$ cat config.mk
export PLATFORM = sky130hd
export DESIGN_NAME = ps2_rx_apb
export DESIGN_NICKNAME = d
export VERILOG_FILES = /design/src/ps2_pkg.sv /design/src/fifo_if.sv /design/src/ps2_frame_fsm.sv /design/src/ps2_bit_timer.sv /design/src/ps2_shift_check.sv /design/src/ps2_fifo.sv /design/src/ps2_apb_regs.sv /design/src/ps2_rx_apb.sv
export SDC_FILE = /design/constraint.sdc
export NUM_CORES = 1
export LEC_CHECK = 0
export BUFFER_PORTS_ARGS = -buffer_cell sky130_fd_sc_hd__buf_4
export CORE_UTILIZATION = 51
export DETAILED_ROUTE_END_ITERATION = 8
export GPL_TIMING_DRIVEN = 0
export PLACE_DENSITY = 0.84
export SKIP_LAST_GASP = 1
export SLEW_MARGIN = 10
export SYNTH_ARGS = -nofsm -noshare
export SYNTH_HDL_FRONTEND = slang
export SYNTH_SLANG_ARGS = --single-unit
export TNS_END_PERCENT = 50
$ cat constraint.sdc
create_clock -name clock -period 3.3 [get_ports clock]
set_input_delay 0.495 -clock clock [delete_from_list [all_inputs] [get_ports clock]]
set_output_delay 0.495 -clock clock [all_outputs]
set_load 0.02 [all_outputs]
$ cat src/ps2_pkg.sv
package ps2_pkg;

    parameter int DATA_W = 8;   // one PS/2 data byte
    parameter int CNT_W  = 8;   // saturating error counters
    parameter int APB_W  = 32;

    // register offsets
    parameter logic [APB_W-1:0] ADDR_DATA   = 32'h0;
    parameter logic [APB_W-1:0] ADDR_STATUS = 32'h4;
    parameter logic [APB_W-1:0] ADDR_CTRL   = 32'h8;

    // start bit is taken in ST_IDLE
    typedef enum logic [1:0] {
        ST_IDLE   = 2'd0,
        ST_DATA   = 2'd1,
        ST_PARITY = 2'd2,
        ST_STOP   = 2'd3
    } ps2_state_t;

endpackage

$ cat src/fifo_if.sv
`timescale 1ns/100ps

interface fifo_if import ps2_pkg::*; #(
    parameter int FIFO_DEPTH = 8
) ();
    localparam int LVL_W = $clog2(FIFO_DEPTH) + 1;

    logic              push;
    logic [DATA_W-1:0] wdata;
    logic              pop;
    logic [DATA_W-1:0] rdata;   // head of queue
    logic              full;
    logic              empty;
    logic [LVL_W-1:0]  level;   // bytes held

    modport writer (output push, output wdata, input full);

    modport fifo (
        input  push, wdata, pop,
        output full, empty, rdata, level
    );

    modport reader (output pop, input rdata, input empty, input full);

endinterface

$ cat src/ps2_frame_fsm.sv
`timescale 1ns/100ps

module ps2_frame_fsm import ps2_pkg::*; (
    input  logic       clock,
    input  logic       reset,
    input  logic       ps2_clk_i,
    input  logic       ps2_data_i,
    input  logic       enable_i,
    input  logic       last_bit_i,
    input  logic       abort_i,
    output logic       fall_o,
    output logic       data_bit_o,
    output ps2_state_t state_o
);
    logic [1:0] clk_sync;
    logic [1:0] data_sync;
    logic       clk_prev;
    ps2_state_t state_d;

    // both lines idle high on the bus
    always_ff @(posedge clock or posedge reset) begin
        if (reset) begin
            clk_sync  <= 2'b11;
            data_sync <= 2'b11;
            clk_prev  <= 1'b1;
        end else begin
            clk_sync  <= {clk_sync[0], ps2_clk_i};
            data_sync <= {data_sync[0], ps2_data_i};
            clk_prev  <= clk_sync[1];
        end
    end

    // edges are not passed on while disabled
    assign fall_o     = clk_prev & ~clk_sync[1] & enable_i;
    assign data_bit_o = data_sync[1];

    always_comb begin
        state_d = state_o;
        if (!enable_i || abort_i) begin
            state_d = ST_IDLE;
        end else if (fall_o) begin
            case (state_o)
                ST_IDLE: begin
                    if (!data_bit_o) begin   // start bit must be 0
                        state_d = ST_DATA;
                    end
                end
                ST_DATA: begin
                    if (last_bit_i) begin
                        state_d = ST_PARITY;
                    end
                end
                ST_PARITY: begin
                    state_d = ST_STOP;
                end
                ST_STOP: begin
                    state_d = ST_IDLE;      // frame done
                end
                default: begin
                    state_d = ST_IDLE;
                end
            endcase
        end
    end

    always_ff @(posedge clock or posedge reset) begin
        if (reset) begin
            state_o <= ST_IDLE;
        end else begin
            state_o <= state_d;
        end
    end

endmodule

$ cat src/ps2_bit_timer.sv
`timescale 1ns/100ps

module ps2_bit_timer import ps2_pkg::*; #(
    parameter int TIMEOUT_CYCLES = 2000
) (
    input  logic       clock,
    input  logic       reset,
    input  logic       fall_i,
    input  ps2_state_t state_i,
    output logic       last_bit_o,
    output logic       abort_o
);
    localparam int TMR_W = $clog2(TIMEOUT_CYCLES);

    logic [2:0]       bit_cnt;
    logic [TMR_W-1:0] stall_cnt;

    always_ff @(posedge clock or posedge reset) begin
        if (reset) begin
            bit_cnt <= 3'd0;
        end else if (state_i != ST_DATA) begin
            bit_cnt <= 3'd0;
        end else if (fall_i) begin
            bit_cnt <= bit_cnt + 3'd1;
        end
    end

    assign last_bit_o = (state_i == ST_DATA) && (bit_cnt == 3'd7);

    // reloads on every edge, runs only inside a frame
    always_ff @(posedge clock or posedge reset) begin
        if (reset) begin
            stall_cnt <= '0;
        end else if (fall_i || state_i == ST_IDLE || abort_o) begin
            stall_cnt <= '0;
        end else begin
            stall_cnt <= stall_cnt + 1'b1;
        end
    end

    assign abort_o = (state_i != ST_IDLE) && !fall_i &&
                     (stall_cnt == TMR_W'(TIMEOUT_CYCLES - 1));

endmodule

$ cat src/ps2_shift_check.sv
`timescale 1ns/100ps

module ps2_shift_check import ps2_pkg::*; (
    input  logic             clock,
    input  logic             reset,
    input  logic             fall_i,
    input  logic             data_bit_i,
    input  ps2_state_t       state_i,
    input  logic             abort_i,
    input  logic             clear_i,
    fifo_if.writer           wr,
    output logic [CNT_W-1:0] parity_errs_o,
    output logic [CNT_W-1:0] frame_errs_o,
    output logic [CNT_W-1:0] overruns_o
);
    logic [DATA_W-1:0] shreg;
    logic              parity;     // xor of data and parity bits
    logic              stop_edge;
    logic              byte_ok;
    logic              parity_bad;
    logic              frame_bad;
    logic              overrun;

    function automatic logic [CNT_W-1:0] sat_inc(input logic [CNT_W-1:0] cnt,
                                                 input logic inc);
        if (inc && cnt != '1) begin
            return cnt + 1'b1;
        end
        return cnt;
    endfunction

    always_ff @(posedge clock) begin
        if (fall_i && state_i == ST_DATA) begin
            shreg <= {data_bit_i, shreg[DATA_W-1:1]};  // lsb first
        end
    end

    always_ff @(posedge clock or posedge reset) begin
        if (reset) begin
            parity <= 1'b0;
        end else if (fall_i) begin
            if (state_i == ST_IDLE) begin
                parity <= 1'b0;
            end else if (state_i == ST_DATA || state_i == ST_PARITY) begin
                parity <= parity ^ data_bit_i;
            end
        end
    end

    assign stop_edge  = fall_i && (state_i == ST_STOP);
    assign parity_bad = stop_edge && !parity;
    assign byte_ok    = stop_edge && parity && data_bit_i;
    assign frame_bad  = abort_i || (fall_i && state_i == ST_IDLE && data_bit_i) ||
                        (stop_edge && !data_bit_i);
    assign overrun    = byte_ok && wr.full;

    assign wr.push  = byte_ok && !wr.full;
    assign wr.wdata = shreg;

    always_ff @(posedge clock or posedge reset) begin
        if (reset) begin
            parity_errs_o <= '0;
            frame_errs_o  <= '0;
            overruns_o    <= '0;
        end else if (clear_i) begin
            parity_errs_o <= '0;
            frame_errs_o  <= '0;
            overruns_o    <= '0;
        end else begin
            parity_errs_o <= sat_inc(parity_errs_o, parity_bad);
            frame_errs_o  <= sat_inc(frame_errs_o, frame_bad);
            overruns_o    <= sat_inc(overruns_o, overrun);
        end
    end

endmodule

$ cat src/ps2_fifo.sv
`timescale 1ns/100ps

module ps2_fifo import ps2_pkg::*; #(
    parameter int FIFO_DEPTH = 8
) (
    input  logic clock,
    input  logic reset,
    fifo_if.fifo q
);
    localparam int AW = $clog2(FIFO_DEPTH);

    logic [DATA_W-1:0] mem [FIFO_DEPTH];
    logic [AW:0]       wr_ptr;    // msb is the wrap bit
    logic [AW:0]       rd_ptr;
    logic              do_push;
    logic              do_pop;

    assign do_push = q.push && !q.full;
    assign do_pop  = q.pop && !q.empty;

    always_ff @(posedge clock or posedge reset) begin
        if (reset) begin
            wr_ptr <= '0;
            rd_ptr <= '0;
        end else begin
            if (do_push) begin
                wr_ptr <= wr_ptr + 1'b1;
            end
            if (do_pop) begin
                rd_ptr <= rd_ptr + 1'b1;
            end
        end
    end

    always_ff @(posedge clock) begin
        if (do_push) begin
            mem[wr_ptr[AW-1:0]] <= q.wdata;
        end
    end

    assign q.level = wr_ptr - rd_ptr;
    assign q.full  = (q.level == (AW + 1)'(FIFO_DEPTH));
    assign q.empty = (q.level == '0);
    assign q.rdata = mem[rd_ptr[AW-1:0]];

endmodule

$ cat src/ps2_apb_regs.sv
`timescale 1ns/100ps

module ps2_apb_regs import ps2_pkg::*; (
    input  logic             clock,
    input  logic             reset,
    input  logic [APB_W-1:0] paddr_i,
    input  logic             psel_i,
    input  logic             penable_i,
    input  logic             pwrite_i,
    input  logic [APB_W-1:0] pwdata_i,
    output logic             pready_o,
    output logic [APB_W-1:0] prdata_o,
    output logic             pslverr_o,
    fifo_if.reader           rd,
    input  logic [CNT_W-1:0] parity_errs_i,
    input  logic [CNT_W-1:0] frame_errs_i,
    input  logic [CNT_W-1:0] overruns_i,
    output logic             enable_o,
    output logic             clear_o
);
    logic              access;
    logic              hit_data;
    logic              hit_status;
    logic              hit_ctrl;
    logic              valid;
    logic [DATA_W-1:0] head;

    assign access     = psel_i && penable_i;
    assign hit_data   = (paddr_i == ADDR_DATA);
    assign hit_status = (paddr_i == ADDR_STATUS);
    assign hit_ctrl   = (paddr_i == ADDR_CTRL);

    // zero wait states
    assign pready_o  = access;
    assign pslverr_o = access && !(hit_data || hit_status || hit_ctrl);

    assign valid = !rd.empty;
    assign head  = valid ? rd.rdata : '0;   // storage is stale when empty

    assign rd.pop = access && !pwrite_i && hit_data && valid;

    always_comb begin
        prdata_o = '0;
        if (access && !pwrite_i) begin
            if (hit_data) begin
                prdata_o = {{(APB_W - DATA_W - 1){1'b0}}, valid, head};
            end else if (hit_status) begin
                prdata_o = {overruns_i, frame_errs_i, parity_errs_i,
                            6'b0, rd.full, rd.empty};
            end else if (hit_ctrl) begin
                prdata_o = {{(APB_W - 1){1'b0}}, enable_o};
            end
        end
    end

    // bit 1 of a ctrl write clears the counters
    assign clear_o = access && pwrite_i && hit_ctrl && pwdata_i[1];

    always_ff @(posedge clock or posedge reset) begin
        if (reset) begin
            enable_o <= 1'b1;   // receiving out of reset
        end else if (access && pwrite_i && hit_ctrl) begin
            enable_o <= pwdata_i[0];
        end
    end

endmodule

$ cat src/ps2_rx_apb.sv
`timescale 1ns/100ps

module ps2_rx_apb import ps2_pkg::*; #(
    parameter int FIFO_DEPTH     = 8,
    parameter int TIMEOUT_CYCLES = 2000
) (
    input  logic             clock,
    input  logic             reset,
    input  logic [APB_W-1:0] paddr_i,
    input  logic             psel_i,
    input  logic             penable_i,
    input  logic             pwrite_i,
    input  logic [APB_W-1:0] pwdata_i,
    output logic             pready_o,
    output logic [APB_W-1:0] prdata_o,
    output logic             pslverr_o,
    input  logic             ps2_clk_i,
    input  logic             ps2_data_i
);
    logic             fall;
    logic             data_bit;
    ps2_state_t       state;
    logic             last_bit;
    logic             abort;
    logic             enable;
    logic             clear;
    logic [CNT_W-1:0] parity_errs;
    logic [CNT_W-1:0] frame_errs;
    logic [CNT_W-1:0] overruns;

    fifo_if #(.FIFO_DEPTH(FIFO_DEPTH)) q_if ();

    ps2_frame_fsm u_fsm (
        .clock      (clock),
        .reset      (reset),
        .ps2_clk_i  (ps2_clk_i),
        .ps2_data_i (ps2_data_i),
        .enable_i   (enable),
        .last_bit_i (last_bit),
        .abort_i    (abort),
        .fall_o     (fall),
        .data_bit_o (data_bit),
        .state_o    (state)
    );

    ps2_bit_timer #(.TIMEOUT_CYCLES(TIMEOUT_CYCLES)) u_timer (
        .clock      (clock),
        .reset      (reset),
        .fall_i     (fall),
        .state_i    (state),
        .last_bit_o (last_bit),
        .abort_o    (abort)
    );

    ps2_shift_check u_check (
        .clock         (clock),
        .reset         (reset),
        .fall_i        (fall),
        .data_bit_i    (data_bit),
        .state_i       (state),
        .abort_i       (abort),
        .clear_i       (clear),
        .wr            (q_if.writer),
        .parity_errs_o (parity_errs),
        .frame_errs_o  (frame_errs),
        .overruns_o    (overruns)
    );

    ps2_fifo #(.FIFO_DEPTH(FIFO_DEPTH)) u_fifo (
        .clock (clock),
        .reset (reset),
        .q     (q_if.fifo)
    );

    ps2_apb_regs u_regs (
        .clock         (clock),
        .reset         (reset),
        .paddr_i       (paddr_i),
        .psel_i        (psel_i),
        .penable_i     (penable_i),
        .pwrite_i      (pwrite_i),
        .pwdata_i      (pwdata_i),
        .pready_o      (pready_o),
        .prdata_o      (prdata_o),
        .pslverr_o     (pslverr_o),
        .rd            (q_if.reader),
        .parity_errs_i (parity_errs),
        .frame_errs_i  (frame_errs),
        .overruns_i    (overruns),
        .enable_o      (enable),
        .clear_o       (clear)
    );

endmodule

==> metrics.md <==
| Metric | Value |
|---|---|
| CP Max Fanout | `9` |
| Maxcap violations | `0` |
| WL/cell | `20.4 µm` |
| Clock latency on the worst-skew pair | `0.42 ns` |
| TritonRoute pass-1 iters | `5` |
| Slowest CP cell | `nor4_2` |
| Failing checks | `negative setup slack` |
| Antenna viol nets, final | `0` |
| Psw | `0.755 mW` |
| Starting Density | `52.3%` |
| Core box area | `0.0114 mm²` |
| Peak VDD IR | `341 µV` |
| Highest clock rate | `302 MHz` |
| Die Span X | `110 µm` |
| PortBufs | `74` |
| IO Pins | `105` |
| Post-Syn Instances | `469` |
| Setup crit end kind | `flip-flop` |
| Final setup viols | `5` |
| Leakage dissipation | `2.94 nW` |
| Layout cells sized above 1 | `33.2%` |
| Vias in the first global route | `4231` |
| Gr ovfl total | `0` |
| CTS tree | `done` |
| ANT cells | `0` |
| Critical Path RT | `3.43 ns` |
| Critical path launch point type | `flip-flop` |
| DP Area | `0.00680 mm²` |
| TritonCTS Sinks | `127` |
| Period Utilization, post-route | `100%` |
| Syn_nets | `555` |
| Cell Rows | `39` |
| First-pass GRT wire length | `21.9 mm` |
| Non-Filler Instances | `731` |
| Outcome | `finished with violations` |
| Gpl congestion | `0.835` |
| Switching Fraction | `20.6%` |
| Vias per std cell | `6.07` |
| Final core utilization | `66.5%` |
| Top_reg_cell synth | `edfxtp_1` |
| DRC viols | `0` |
| Clock root cell | `clkbuf_16` |
| Crit path cell chain | `clkinv_4 > ha_4 > and2b_2 > mux2_2 > a21oi_2 > nand2_1 > nor4_2 > buf_4` |
| Slew Limit Fails | `0` |
| Drt total wl | `14.9 mm` |
| Hold Slack | `0.118 ns` |
| Ys async rst share | `43.3%` |
| Count of different cell masters after synthesis | `60` |
| Synth warn | `0` |
| Die Y | `110 µm` |
| Vias | `4436` |
| Mapped cell area | `0.00597 mm²` |
| Part of the power in the clock network | `52.4%` |
| CTS Buffer Depth | `2` |
| Cell with the most instances after synthesis | `edfxtp_1` |
| WP data arrival | `3.44 ns` |
| Most common library cells after synthesis | `72 x edfxtp_1, 49 x dfrtp_1, 38 x nand2_1` |
| Initial antenna violation count | `0` |
| Largest area contributor in the netlist | `edfxtp_1` |
| Fin crit period | `3.31 ns` |
| Int Pwr | `2.91 mW` |
| NumNets Final | `661` |
| Worst Skew | `0.00656 ns` |
| Final worst slack | `-0.00753 ns` |
| Clk slew on worst S/H paths | `0.06 ns` |
| Max incr delay on CP | `0.61 ns` |
| Pwr/cell area | `483 mW/mm²` |
| Post-Place Cells | `689` |
| DP Wirelength | `8.88 mm` |
| Final instance area | `0.00760 mm²` |
| # hold bufs at CTS | `0` |
| GRT Total Usage | `25.2%` |
| Largest net degree at the start of global routing | `33` |
| Full die area | `0.0121 mm²` |
| Slew at the pin closest to its max-slew limit | `0.840 ns` |
| #FFs+latches synth | `127` |
| Seq/Total Area, Yosys | `59.4%` |
| Final TNS setup | `-0.0212 ns` |
| Unrepaired setup endpoints after global routing | `true` |
| Yosys top cell area share | `36.2%` |
| Post-place setup slack | `-0.830 ns` |
| CTS H-Tree Depth | `4` |
| DRT iter0 DRCs | `468` |
| Combinational power share | `2.0%` |
| Area growth syn-to-layout | `27.2%` |
| Hold Vio Cnt, Final | `0` |
| Setup CP Type | `reg2reg` |
| Hold Crit Class | `in2async` |
| Sequential power share | `45.6%` |
| Total CTS buffers | `17` |
| EDFF count, synth | `72` |
| Normalized max-slew margin | `43.5%` |
| Tot Pwr | `3.67 mW` |
| Syn Area/Cell | `12.7 µm²` |
| Top area cells in the synthesized netlist | `edfxtp_1 36%, dfrtp_1 21%, mux4_2 6.0%` |
-- cells in the final DEF, fill, tap and decap left out, types with 9 or more instances in the layout --
cell       netlist  layout
a21oi_1         23      22
and2_1          25      25
buf_4            1      89
clkbuf_16        0      17
dfrtp_1         49      45
edfxtp_1        72      72
ha_1            15      13
inv_1           13      11
mux4_2          16      16
nand2_1         38      38
nand3_1         13      13
nand4_1         14      14
nor2_1          32      32
nor4_1          12       9
o21ai_0         12      11
xnor2_1         17      17
-- cell type report --
| class | count | area, µm² |
|---|---|---|
| fillers | 761 | 3820 |
| flip-flops and latches | 127 | 3550 |
| multi-input cells | 312 | 2440 |
| repair buffers | 90 | 692 |
| clock buffers | 18 | 429 |
| clock inverters | 14 | 179 |
| well taps | 143 | 179 |
| plain buffers | 13 | 65.1 |
| inverters | 14 | 57.6 |
-- power by group through the flow --
stage | clock [mW] | combinational [mW] | sequential, mW
5_1_grt | 2.00 | 0.0795 | 1.67
4_1_cts | 1.92 | 0.0711 | 1.67
6_report | 1.92 | 0.0716 | 1.67
3_5_place_dp | 0 | 0.0704 | 1.70
3_3_place_gp | 0 | 0.0652 | 1.70
2_1_floorplan | 0 | 0.0203 | 1.70
-- final timing paths --
check	startpoint	endpoint	slack, ns	cells past startpoint
max	u_fifo.rd_ptr[2]	u_fifo.mem[1][5]	-0.008	8
min	reset	u_check.frame_errs_o[0]	0.12	2
max reg2reg	u_fifo.rd_ptr[2]	u_fifo.mem[1][5]	-0.008	8
min reg2reg	u_fsm.clk_sync[0]	u_fsm.clk_sync[1]	0.35	0
max in group asynchronous	reset	u_fsm.data_sync[1]	2.55	3
min in group clock	ps2_clk_i	u_fsm.clk_sync[0]	0.18	1
-- registers in the layout, summed over array words and instances (netlist names) --
signal / count
u_fsm.data_sync: 2
u_check.overruns_o: 8
u_regs.enable_o: 1
u_fifo.wr_ptr: 4
u_fsm.clk_sync: 2
u_timer.bit_cnt: 3
u_check.parity_errs_o: 8
u_fsm.clk_prev: 1
u_fsm.state_o: 2
u_fifo.rd_ptr: 4
u_check.frame_errs_o: 8
u_check.wr.wdata: 8
u_check.parity: 1
u_fifo.mem: 64
u_timer.stall_cnt: 11
-- what timing repair did --
item / 4_1_cts / 5_1_grt
pin swaps: 2 / 3
gates resized for setup: 16 / 6
setup buffers: 6 / 7
endpoints found under the setup margin: 74 / 64
-- worst max-delay path, delay by kind of cell, from the launching register on --
kind,cells,cell delay (ns)
compound gates,1,0.39
fa+ha+maj,1,0.27
buf+inv,2,0.37
flops,1,0.42
mux,1,0.31
simple gates,3,1.24
-- layer usage --
layer	up-vias	share of wire, %	global-route usage (%)
li1	1966	-	-
met1	2171	38	30.8
met2	243	49	42.0
met3	56	8.3	6.47
met4	0	4.1	11.8
met5	-	0	0
-- kinds of logic (layout without fill, tap and decap cells) --
logic type,after synthesis,in the layout,share of synthesized area (%)
DFF,127,127,59.4
adders and majority gates,15,15,3.14
buffers and inverters,30,149,2.16
and+or+nand+nor,194,194,18.4
muxes,26,26,7.82
xor gates and xnor gates,25,25,3.67
AOI/OAI and AO/OA,52,52,5.41
Power figures use the tool's default switching activity.
